===== config.mk =====
export PLATFORM = sky130hd
export DESIGN_NAME = tapnw_top
export DESIGN_NICKNAME = d
export VERILOG_FILES = /design/src/tapnw_pkg.sv /design/src/master_tap.sv /design/src/slave_tap.sv /design/src/tap_controller.sv /design/src/tap_data_reg.sv /design/src/tapnw_top.sv
export SDC_FILE = /design/constraint.sdc
export NUM_CORES = 1
export LEC_CHECK = 0
export BUFFER_PORTS_ARGS = -buffer_cell sky130_fd_sc_hd__buf_2
export CORE_MARGIN = 2
export CORE_UTILIZATION = 59
export CTS_BUF_LIST = sky130_fd_sc_hd__clkbuf_4 sky130_fd_sc_hd__clkbuf_8
export DETAILED_ROUTE_END_ITERATION = 8
export HOLD_SLACK_MARGIN = 0.15
export PLACE_DENSITY = 0.78
export SKIP_CTS_REPAIR_TIMING = 1
export SLEW_MARGIN = 40
export SYNTH_ARGS = -nofsm -noshare
export SYNTH_HDL_FRONTEND = slang
export SYNTH_SLANG_ARGS = --single-unit

===== constraint.sdc =====
create_clock -name tck -period 1.91 [get_ports tck]
set_input_delay 0.0955 -clock tck [delete_from_list [all_inputs] [get_ports tck]]
set_output_delay 0.0955 -clock tck [all_outputs]
set_load 0.01 [all_outputs]

===== src/tapnw_pkg.sv =====
// ==============================
// shared opcodes, widths, idcodes and payload types for the jtag tap network
// referenced by scoped name from every tap module
// ==============================
`default_nettype none

package tapnw_pkg;

  // ==============================
  // network shape
  // ==============================
  // slave taps behind the master
  localparam int NUM_SLAVES = 3;
  // same ir length on every tap
  localparam int IR_LEN = 4;

  // ir payload
  typedef logic [IR_LEN-1:0] ir_t;
  // one enable bit per slave, bit i is slave i
  typedef logic [NUM_SLAVES-1:0] sel_t;
  // slave user data payload
  typedef logic [7:0] user_t;

  // ==============================
  // instructions
  // ==============================
  localparam ir_t OP_IDCODE = 4'h1;
  // master only
  localparam ir_t OP_SELECT = 4'h2;
  // slaves only
  localparam ir_t OP_USER   = 4'h3;
  // any opcode not decoded falls back to bypass
  localparam ir_t OP_BYPASS = 4'hf;

  // fixed capture-ir pattern, lsb set as 1149.1 requires
  localparam ir_t IR_CAPTURE = 4'b0001;

  // identification codes, bit 0 always set
  localparam logic [31:0] MASTER_IDCODE = 32'h1a5c_3015;
  // indexed by slave position on the chain
  localparam logic [31:0] SLAVE_IDCODE [NUM_SLAVES] = '{
    32'h2b10_0035,
    32'h2b11_0035,
    32'h2b12_0035
  };

  // standard 1149.1 state encoding
  typedef enum logic [3:0] {
    EXIT2_DR         = 4'h0,
    EXIT1_DR         = 4'h1,
    SHIFT_DR         = 4'h2,
    PAUSE_DR         = 4'h3,
    SELECT_IR_SCAN   = 4'h4,
    UPDATE_DR        = 4'h5,
    CAPTURE_DR       = 4'h6,
    SELECT_DR_SCAN   = 4'h7,
    EXIT2_IR         = 4'h8,
    EXIT1_IR         = 4'h9,
    SHIFT_IR         = 4'ha,
    PAUSE_IR         = 4'hb,
    RUN_TEST_IDLE    = 4'hc,
    UPDATE_IR        = 4'hd,
    CAPTURE_IR       = 4'he,
    TEST_LOGIC_RESET = 4'hf
  } tap_state_e;

endpackage

`default_nettype wire


===== src/master_tap.sv =====
// ==============================
// master tap at the head of the chain, with ir, bypass, idcode and select
// drives one enable per slave, loaded only while in run-test/idle
// ==============================
`timescale 1ns/1ps
`default_nettype none

module master_tap (
  input  wire logic       tck,
  input  wire logic       rst_n,
  input  wire logic       tms,
  input  wire logic       tdi,
  output logic            so,
  output logic            shifting,
  output tapnw_pkg::sel_t slave_enable
);

  tapnw_pkg::tap_state_e state;
  logic                  capture_ir;
  logic                  shift_ir;
  logic                  update_ir;
  logic                  capture_dr;
  logic                  shift_dr;
  logic                  update_dr;
  logic                  test_reset;

  tapnw_pkg::ir_t        ir_shift;
  tapnw_pkg::ir_t        ir_q;
  logic [31:0]           idcode_shift;
  logic                  bypass_q;
  logic                  sel_idcode;
  logic                  sel_select;
  logic                  select_so;
  tapnw_pkg::sel_t       select_value;
  logic                  dr_so;

  // master is never excluded
  tap_controller u_ctrl (
    .tck        (tck),
    .rst_n      (rst_n),
    .tms        (tms),
    .hold_reset (1'b0),
    .state      (state),
    .capture_ir (capture_ir),
    .shift_ir   (shift_ir),
    .update_ir  (update_ir),
    .capture_dr (capture_dr),
    .shift_dr   (shift_dr),
    .update_dr  (update_dr),
    .test_reset (test_reset)
  );

  // ==============================
  // instruction register
  // ==============================
  always_ff @(posedge tck) begin
    if (capture_ir) begin
      ir_shift <= tapnw_pkg::IR_CAPTURE;
    end else if (shift_ir) begin
      ir_shift <= {tdi, ir_shift[tapnw_pkg::IR_LEN-1:1]};
    end
  end

  // idcode is the instruction after any reset
  always_ff @(posedge tck or negedge rst_n) begin
    if (!rst_n) begin
      ir_q <= tapnw_pkg::OP_IDCODE;
    end else if (test_reset) begin
      ir_q <= tapnw_pkg::OP_IDCODE;
    end else if (update_ir) begin
      ir_q <= ir_shift;
    end
  end

  // everything else decodes as bypass
  assign sel_idcode = (ir_q == tapnw_pkg::OP_IDCODE);
  assign sel_select = (ir_q == tapnw_pkg::OP_SELECT);

  // ==============================
  // data registers
  // ==============================
  // idcode and bypass follow every dr scan, the mux picks one
  always_ff @(posedge tck) begin
    if (capture_dr) begin
      idcode_shift <= tapnw_pkg::MASTER_IDCODE;
      bypass_q     <= 1'b0;
    end else if (shift_dr) begin
      idcode_shift <= {tdi, idcode_shift[31:1]};
      bypass_q     <= tdi;
    end
  end

  tap_data_reg #(
    .payload_t (tapnw_pkg::sel_t)
  ) u_select (
    .tck     (tck),
    .rst_n   (rst_n),
    .clear   (test_reset),
    .capture (capture_dr & sel_select),
    .shift   (shift_dr & sel_select),
    .update  (update_dr & sel_select),
    .si      (tdi),
    .so      (select_so),
    .value   (select_value)
  );

  assign dr_so = sel_select ? select_so :
                 sel_idcode ? idcode_shift[0] : bypass_q;

  // falling edge launch, low outside the shift states
  always_ff @(negedge tck or negedge rst_n) begin
    if (!rst_n) begin
      so       <= 1'b0;
      shifting <= 1'b0;
    end else begin
      shifting <= shift_ir | shift_dr;
      if (shift_ir) begin
        so <= ir_shift[0];
      end else if (shift_dr) begin
        so <= dr_so;
      end else begin
        so <= 1'b0;
      end
    end
  end

  // slaves join or leave only from run-test/idle so they stay in step
  always_ff @(posedge tck or negedge rst_n) begin
    if (!rst_n) begin
      slave_enable <= '0;
    end else if (test_reset) begin
      slave_enable <= '0;
    end else if (state == tapnw_pkg::RUN_TEST_IDLE) begin
      slave_enable <= select_value;
    end
  end

endmodule

`default_nettype wire


===== src/slave_tap.sv =====
// ==============================
// one slave tap with ir, bypass, idcode and an 8-bit user register
// when not enabled it sits in reset and passes si straight to so
// ==============================
`timescale 1ns/1ps
`default_nettype none

module slave_tap #(
  // position on the chain, picks the idcode entry
  parameter int tap_index = 0
) (
  input  wire logic tck,
  input  wire logic rst_n,
  input  wire logic tms,
  input  wire logic enable,
  input  wire logic si,
  output logic      so
);

  logic              capture_ir;
  logic              shift_ir;
  logic              update_ir;
  logic              capture_dr;
  logic              shift_dr;
  logic              update_dr;
  logic              test_reset;

  tapnw_pkg::ir_t    ir_shift;
  tapnw_pkg::ir_t    ir_q;
  logic [31:0]       idcode_shift;
  logic              bypass_q;
  logic              sel_idcode;
  logic              sel_user;
  logic              user_so;
  logic              dr_so;
  logic              so_q;

  // excluded slave is pinned in test-logic-reset
  tap_controller u_ctrl (
    .tck        (tck),
    .rst_n      (rst_n),
    .tms        (tms),
    .hold_reset (~enable),
    .state      (),
    .capture_ir (capture_ir),
    .shift_ir   (shift_ir),
    .update_ir  (update_ir),
    .capture_dr (capture_dr),
    .shift_dr   (shift_dr),
    .update_dr  (update_dr),
    .test_reset (test_reset)
  );

  // ==============================
  // instruction register
  // ==============================
  always_ff @(posedge tck) begin
    if (capture_ir) begin
      ir_shift <= tapnw_pkg::IR_CAPTURE;
    end else if (shift_ir) begin
      ir_shift <= {si, ir_shift[tapnw_pkg::IR_LEN-1:1]};
    end
  end

  always_ff @(posedge tck or negedge rst_n) begin
    if (!rst_n) begin
      ir_q <= tapnw_pkg::OP_IDCODE;
    end else if (test_reset) begin
      ir_q <= tapnw_pkg::OP_IDCODE;
    end else if (update_ir) begin
      ir_q <= ir_shift;
    end
  end

  // user in place of select, rest is bypass
  assign sel_idcode = (ir_q == tapnw_pkg::OP_IDCODE);
  assign sel_user   = (ir_q == tapnw_pkg::OP_USER);

  // ==============================
  // data registers
  // ==============================
  always_ff @(posedge tck) begin
    if (capture_dr) begin
      idcode_shift <= tapnw_pkg::SLAVE_IDCODE[tap_index];
      bypass_q     <= 1'b0;
    end else if (shift_dr) begin
      idcode_shift <= {si, idcode_shift[31:1]};
      bypass_q     <= si;
    end
  end

  // reads back the last value written, lost whenever the slave leaves the chain
  tap_data_reg #(
    .payload_t (tapnw_pkg::user_t)
  ) u_user (
    .tck     (tck),
    .rst_n   (rst_n),
    .clear   (test_reset),
    .capture (capture_dr & sel_user),
    .shift   (shift_dr & sel_user),
    .update  (update_dr & sel_user),
    .si      (si),
    .so      (user_so),
    .value   ()
  );

  assign dr_so = sel_user   ? user_so :
                 sel_idcode ? idcode_shift[0] : bypass_q;

  always_ff @(negedge tck or negedge rst_n) begin
    if (!rst_n) begin
      so_q <= 1'b0;
    end else if (shift_ir) begin
      so_q <= ir_shift[0];
    end else if (shift_dr) begin
      so_q <= dr_so;
    end else begin
      so_q <= 1'b0;
    end
  end

  // zero-delay pass-through while excluded
  assign so = enable ? so_q : si;

endmodule

`default_nettype wire


===== src/tap_controller.sv =====
// ==============================
// ieee 1149.1 tap state machine with decoded phase strobes
// one instance per tap, hold_reset parks it in test-logic-reset
// ==============================
`timescale 1ns/1ps
`default_nettype none

module tap_controller (
  input  wire logic            tck,
  input  wire logic            rst_n,
  input  wire logic            tms,
  input  wire logic            hold_reset,
  output tapnw_pkg::tap_state_e state,
  output logic                 capture_ir,
  output logic                 shift_ir,
  output logic                 update_ir,
  output logic                 capture_dr,
  output logic                 shift_dr,
  output logic                 update_dr,
  output logic                 test_reset
);

  tapnw_pkg::tap_state_e next_state;

  // ==============================
  // state graph
  // ==============================
  always_comb begin
    next_state = state;
    case (state)
      tapnw_pkg::TEST_LOGIC_RESET:
        next_state = tms ? tapnw_pkg::TEST_LOGIC_RESET : tapnw_pkg::RUN_TEST_IDLE;
      tapnw_pkg::RUN_TEST_IDLE:
        next_state = tms ? tapnw_pkg::SELECT_DR_SCAN : tapnw_pkg::RUN_TEST_IDLE;
      // dr column
      tapnw_pkg::SELECT_DR_SCAN:
        next_state = tms ? tapnw_pkg::SELECT_IR_SCAN : tapnw_pkg::CAPTURE_DR;
      tapnw_pkg::CAPTURE_DR:
        next_state = tms ? tapnw_pkg::EXIT1_DR : tapnw_pkg::SHIFT_DR;
      tapnw_pkg::SHIFT_DR:
        next_state = tms ? tapnw_pkg::EXIT1_DR : tapnw_pkg::SHIFT_DR;
      tapnw_pkg::EXIT1_DR:
        next_state = tms ? tapnw_pkg::UPDATE_DR : tapnw_pkg::PAUSE_DR;
      tapnw_pkg::PAUSE_DR:
        next_state = tms ? tapnw_pkg::EXIT2_DR : tapnw_pkg::PAUSE_DR;
      tapnw_pkg::EXIT2_DR:
        next_state = tms ? tapnw_pkg::UPDATE_DR : tapnw_pkg::SHIFT_DR;
      tapnw_pkg::UPDATE_DR:
        next_state = tms ? tapnw_pkg::SELECT_DR_SCAN : tapnw_pkg::RUN_TEST_IDLE;
      // ir column, select-ir with tms high escapes to reset
      tapnw_pkg::SELECT_IR_SCAN:
        next_state = tms ? tapnw_pkg::TEST_LOGIC_RESET : tapnw_pkg::CAPTURE_IR;
      tapnw_pkg::CAPTURE_IR:
        next_state = tms ? tapnw_pkg::EXIT1_IR : tapnw_pkg::SHIFT_IR;
      tapnw_pkg::SHIFT_IR:
        next_state = tms ? tapnw_pkg::EXIT1_IR : tapnw_pkg::SHIFT_IR;
      tapnw_pkg::EXIT1_IR:
        next_state = tms ? tapnw_pkg::UPDATE_IR : tapnw_pkg::PAUSE_IR;
      tapnw_pkg::PAUSE_IR:
        next_state = tms ? tapnw_pkg::EXIT2_IR : tapnw_pkg::PAUSE_IR;
      tapnw_pkg::EXIT2_IR:
        next_state = tms ? tapnw_pkg::UPDATE_IR : tapnw_pkg::SHIFT_IR;
      tapnw_pkg::UPDATE_IR:
        next_state = tms ? tapnw_pkg::SELECT_DR_SCAN : tapnw_pkg::RUN_TEST_IDLE;
      default:
        next_state = tapnw_pkg::TEST_LOGIC_RESET;
    endcase
  end

  // hold_reset wins over tms while the tap is excluded
  always_ff @(posedge tck or negedge rst_n) begin
    if (!rst_n) begin
      state <= tapnw_pkg::TEST_LOGIC_RESET;
    end else if (hold_reset) begin
      state <= tapnw_pkg::TEST_LOGIC_RESET;
    end else begin
      state <= next_state;
    end
  end

  // ==============================
  // phase strobes
  // ==============================
  // each strobe acts on the rising edge that leaves its state
  assign capture_ir = (state == tapnw_pkg::CAPTURE_IR);
  assign shift_ir   = (state == tapnw_pkg::SHIFT_IR);
  assign update_ir  = (state == tapnw_pkg::UPDATE_IR);
  assign capture_dr = (state == tapnw_pkg::CAPTURE_DR);
  assign shift_dr   = (state == tapnw_pkg::SHIFT_DR);
  assign update_dr  = (state == tapnw_pkg::UPDATE_DR);
  assign test_reset = (state == tapnw_pkg::TEST_LOGIC_RESET);

endmodule

`default_nettype wire


===== src/tap_data_reg.sv =====
// ==============================
// capture / shift / update data register for any packed payload
// holds the master select register and each slave user register
// ==============================
`timescale 1ns/1ps
`default_nettype none

module tap_data_reg #(
  parameter type payload_t = logic [7:0]
) (
  input  wire logic tck,
  input  wire logic rst_n,
  input  wire logic clear,
  input  wire logic capture,
  input  wire logic shift,
  input  wire logic update,
  input  wire logic si,
  output logic      so,
  output payload_t  value
);

  localparam int W = $bits(payload_t);

  // shift stage, lsb goes out first
  logic [W-1:0] shift_q;

  always_ff @(posedge tck or negedge rst_n) begin
    if (!rst_n) begin
      shift_q <= '0;
      value   <= payload_t'('0);
    end else if (clear) begin
      // test-logic-reset zeroes both stages
      shift_q <= '0;
      value   <= payload_t'('0);
    end else begin
      // readback path, capture loads the current update value
      if (capture) begin
        shift_q <= value;
      end else if (shift) begin
        // new bit enters at the msb
        shift_q <= {si, shift_q[W-1:1]};
      end
      // update stage only moves on leaving update-dr
      if (update) begin
        value <= payload_t'(shift_q);
      end
    end
  end

  // unregistered here, the tap launches it on the falling edge
  assign so = shift_q[0];

endmodule

`default_nettype wire


===== src/tapnw_top.sv =====
// ==============================
// tap network top, master first then slaves 0..2 on one serial chain
// tdi enters the master, the last slave drives tdo
// ==============================
`timescale 1ns/1ps
`default_nettype none

module tapnw_top (
  input  wire logic tck,
  input  wire logic rst_n,
  input  wire logic tms,
  input  wire logic tdi,
  output logic      tdo,
  output logic      tdo_en
);

  // chain[0] is the master output, chain[i+1] is slave i output
  logic [tapnw_pkg::NUM_SLAVES:0] chain;
  tapnw_pkg::sel_t                slave_enable;

  // ==============================
  // master
  // ==============================
  // its shifting flag doubles as the network tdo enable
  master_tap u_master (
    .tck          (tck),
    .rst_n        (rst_n),
    .tms          (tms),
    .tdi          (tdi),
    .so           (chain[0]),
    .shifting     (tdo_en),
    .slave_enable (slave_enable)
  );

  // ==============================
  // slaves
  // ==============================
  // all share tms, excluded ones ignore it
  for (genvar i = 0; i < tapnw_pkg::NUM_SLAVES; i++) begin : gen_slave
    slave_tap #(
      .tap_index (i)
    ) u_slave (
      .tck    (tck),
      .rst_n  (rst_n),
      .tms    (tms),
      .enable (slave_enable[i]),
      .si     (chain[i]),
      .so     (chain[i+1])
    );
  end

  // already low outside shift, every tap zeroes its output there
  assign tdo = chain[tapnw_pkg::NUM_SLAVES];

endmodule

`default_nettype wire


======== Yosys cells after proc, flatten, opt, wreduce, memory -nomap -nowiden ========
Index checks and enable logic that the tools add are counted.
W data, S select, Z words.
storage, ports and cells
  flip-flop bits (word level) ............. 242
  bits of input ports ..................... 4
  output and inout bits ................... 2
  word-level logic and storage cells ...... 212
cells by class
  eq/ne operators ......................... 68
  muxes and demuxes ....................... 68
  bitwise operators ....................... 13
  reduce and logical (&&, ||, !) cells .... 29
operators with widths
  cell                  count
  $pmux W4 S12          4
  $eq A4 B4 Y1 const B  32
  $mux W8               15
  $eq A4 B3 Y1 const B  16
  $eq A4 B2 Y1 const B  12
  $mux W4               12
  $mux W3               11
  $eq A4 B1 Y1 const B  8
  $mux W1               20
  $reduce_bool A2 Y1    9
  $logic_not A4 Y1      4
  $reduce_or A2 Y1      8
  $and A1 B1 Y1         12
  $mux W2               6
  $reduce_bool A3 Y1    4
  $reduce_or A3 Y1      4
  $or A1 B1 Y1          1

======== Logic depth before layout (Yosys ltp) ========
  depth after elaboration ................. 5
  depth in mapped cells ................... 7

======== Cells and area by module ========
From an unflattened synthesis, not the netlist that was laid out.
unflattened totals
  cell total of the unflattened synthesis .. 934
  area total of the unflattened synthesis .. 10188.5 µm²
by module, submodules not included
  module                                           instances  cells an instance  area each (µm²)  seq. area each (µm²)
  slave_tap at gen_slave[1].u_slave ...            2          145                1595.3           847.1
  tap_data_reg at gen_slave[0].u_slave.u_user ...  3          61                 729.4            400.4
  master_tap                                       1          158                1715.4           947.2
  slave_tap at gen_slave[0].u_slave                1          145                1596.5           847.1
  tap_controller                                   4          34                 307.8            105.1
  tap_data_reg at u_master.u_select                1          22                 266.5            150.1

==> qor.log <==
INFO  run_status     status=finished, violations left
INFO  run_status     failing_checks=negative setup slack
INFO  cts            clock_tree_from_tritoncts=yes
INFO  setup_path     regToRegSetupSlack=-0.38ns
INFO  grt            maximum_number_of_pins_on_one_net_before_global_route_repair=65
INFO  detailed_routing route.vias.total=7270
INFO  detailed_routing detail_route.wl_per_cell=12.62um
INFO  grt            grt_antenna_before_repair=0
INFO  synth          synth-edff-count=0
INFO  synth          synth.most_common_cell=nand2_1
INFO  place          finalWeightedCongestion=0.8386
INFO  cts            numCtsBuffers=39
INFO  synth          dominantRegCellSynth=dfxtp_1
INFO  synth          sequential_element_share_of_the_synthesized_area=55.41%
INFO  place          placedCellCount=1312
INFO  timing         final-max-slew-violation-count=0
INFO  setup_path     crit_fanout=2
INFO  final_layout   area.growth.synth_to_final=17.21%
INFO  detailed_routing detail_route_antenna_nets=0
INFO  place          place.port_buffers=5
INFO  timing         grt_setup_unrepaired=yes
INFO  final_layout   layout-drive-gt1-share=16.38%
INFO  timing         timing_hold_violations_final=0
INFO  cts            tritoncts_num_sinks=238
INFO  synth          synth.yosys.warnings=0
INFO  timing         final_clock_skew=0.02542ns
INFO  grt            via_count_of_the_first_global_routing_pass=6658
INFO  cts            cts_root_buffer=clkbuf_8
INFO  timing         timing.final.ws_setup=-0.6797ns
INFO  synth          yosys.area.top_type=dfxtp_1
INFO  cts            clk_transition_reported_paths=0.06ns
INFO  synth          post_synth_inst_count=1099
INFO  synth          syn-num-nets=1103
INFO  final_layout   stdcell_count=1388
INFO  floorplanning  pin_count=6
INFO  synth          post_synthesis_mean_instance_area=8.638um^2
INFO  detailed_routing finalWirelength=17510um
INFO  pwr            peak_supply_drop=0.8886mV
INFO  grt            gr-usage-met3=4.357%
INFO  cts            clk_path_buf_depth=3
INFO  floorplanning  die_height=130.8um
INFO  final_layout   postLayoutCoreUtil=70.30%
INFO  synth          synth.area.top_cells=dfxtp_1 30%, dfrtp_1 18%, nand2_1 9.4%
INFO  detailed_routing first_iter_violations=454
INFO  detailed_routing drtPass1Iterations=5
INFO  synth          ys_async_sr_fraction=39.50%
INFO  floorplanning  fp.dieW=130.8um
INFO  floorplanning  initial_core_util=59.98%
INFO  grt            grtUsageTotal=20.93%
INFO  synth          synth_commonest_cells=238 x nand2_1, 162 x o21ai_0, 144 x dfxtp_1
INFO  setup_path     r2r_cells=3
INFO  worst_hold_path holdCritPathClass=input pin to asynchronous set/reset pin
INFO  setup_path     critical_path.reg2reg.endpoint=u_master.so
INFO  detailed_routing drcViolationCount=0
INFO  timing         finalSetupViolCount=16
INFO  setup_path     worst-endpoint-required=1.81ns
INFO  grt            grt_pass1_wl=29680um
INFO  synth          synth_top_area_share=30.37%
INFO  job            cap_viol_max_count=0
INFO  setup_path     cp-end-kind=output port
INFO  cts            skew_pair_late_insertion_delay=0.51ns
INFO  pwr            leakagePower=0.004928uW
INFO  setup_path     cp_data_arrival_time=2.49ns
INFO  pwr            pd_cells=1062nW/um^2
INFO  grt            grt_use_met1=27.81%
INFO  setup_path     crit_path_start_kind=register
INFO  grt            globalRoute.totalOverflow=0
INFO  synth          ys_ff_latch=238
INFO  setup_path     timing_worst_setup_path_type=register to output port
INFO  place          dp_hpwl=10540um
INFO  timing         timing.max_slew.rel_slack=59.67%
INFO  cts            cts_htree_levels=2
INFO  floorplanning  core_area=15830um^2
INFO  synth          syn-cell-area=9493um^2
INFO  setup_path     r2r_start=u_master.ir_q[3]
INFO  floorplanning  core.rowCount=46
INFO  detailed_routing vias_per_cell=5.238
INFO  final_layout   finalNetCount=1147
INFO  grt            groute.layer.met2.usage=34.16%
INFO  floorplanning  fp.dieArea=17120um^2
INFO  grt            grt.busiest_layer=met2
INFO  synth          synth.distinct_cells=43
INFO  timing         timing_worst_slew_pin_value=0.6050ns
INFO  final_layout   insertedDiodeCount=0
## worst max-delay path, cell delays in order, from the launching register on
cell     delay, ns
dfrtn_1       0.34
mux2_4        0.30
mux2i_4       0.17
o21ai_2       0.08
buf_2         0.15
## metal layers
| metal | vias up | routed length [um] |
|---|---|---|
| met5 | - | 0 |
| met4 | 0 | 244 |
| met3 | 23 | 510 |
| met2 | 69 | 8390 |
| met1 | 3418 | 8365 |
| li1 | 3760 | - |
## worst max-delay path by stage
stage	startpoint	endpoint	cells past startpoint
finish	u_master.so	tdo	4
global route	u_master.so	tdo	4
CTS	u_master.so	tdo	4
detailed placement	gen_slave[0].u_slave.ir_q[0]	gen_slave[0].u_slave.so_q	4
global placement	gen_slave[0].u_slave.ir_q[0]	gen_slave[0].u_slave.so_q	4
floorplan	gen_slave[0].u_slave.ir_q[0]	gen_slave[0].u_slave.so_q	4
## through the flow
stage	instance area (um^2)	TNS [ns]	hold slack [ns]	power (uW)	setup WS, ns
2_1_floorplan	9592	-1.457	-0.2001	6581	-0.3423
3_3_place_gp	10100	-2.034	0.07512	6966	-0.3269
3_5_place_dp	10100	-2.330	0.07416	7009	-0.3612
4_1_cts	10980	-3.276	-0.4829	11820	-0.7814
5_1_grt	11130	-3.955	0.2045	12410	-0.7435
6_report	11130	-3.134	0.2105	11820	-0.6797
## flip-flops by register name (all words and copies together), names as in the netlist, 2 cells and up
| name | cells |
|---|---|
| gen_slave.u_slave.bypass_q | 2 |
| gen_slave.u_slave.idcode_shift | 94 |
| gen_slave.u_slave.ir_q | 12 |
| gen_slave.u_slave.ir_shift | 12 |
| gen_slave.u_slave.so_q | 3 |
| gen_slave.u_slave.u_ctrl.state | 12 |
| gen_slave.u_slave.u_user.shift_q | 24 |
| gen_slave.u_slave.u_user.value | 24 |
| u_master.idcode_shift | 31 |
| u_master.ir_q | 4 |
| u_master.ir_shift | 4 |
| u_master.slave_enable | 3 |
| u_master.u_ctrl.state | 4 |
| u_master.u_select.shift_q | 3 |
| u_master.u_select.value | 3 |
## kinds of logic after synthesis
group,count (synthesis),share of synthesized area [%]
muxes,33,3.506
and+or+nand+nor,495,24.11
DFF,238,55.41
AOI/OAI and AO/OA,227,12.76
buffers and inverters,106,4.218
## cell usage in the layout (no fill, tap or decap), types with 3 or more instances in the layout
master,instances
a21oi_1,42
buf_2,4
buf_4,64
buf_6,3
clkbuf_4,9
clkbuf_8,55
clkinv_2,5
dfrtn_1,5
dfrtp_1,69
dfstp_2,20
dfxtp_1,144
dlygate4sd3_1,3
inv_1,30
mux2i_1,29
nand2_1,238
nand2b_1,51
nand3_1,84
nand3b_1,21
nand4_1,6
nor2_1,66
nor2b_1,3
nor3b_1,6
nor3b_4,5
o211ai_1,4
o21ai_0,157
o21ai_2,3
## power by group
part / leakage, uW / switching, uW / internal [uW]
combinational: 0.00205 / 868 / 510
clock: 0.000471 / 1920 / 2860
sequential: 0.00241 / 224 / 5440
total: 0.00493 / 3010 / 8810
## cell type report
cell class              instances  area (um^2)
fillers                      1223         4701
multi-input cells             755         3989
well taps                     216        270.3
clock buffers                  64        824.5
inverters                      33        123.9
flip-flops and latches        238         5260
repair buffers                 76        604.3
clock inverters                 6        55.05
Power figures use the tool's default switching activity.
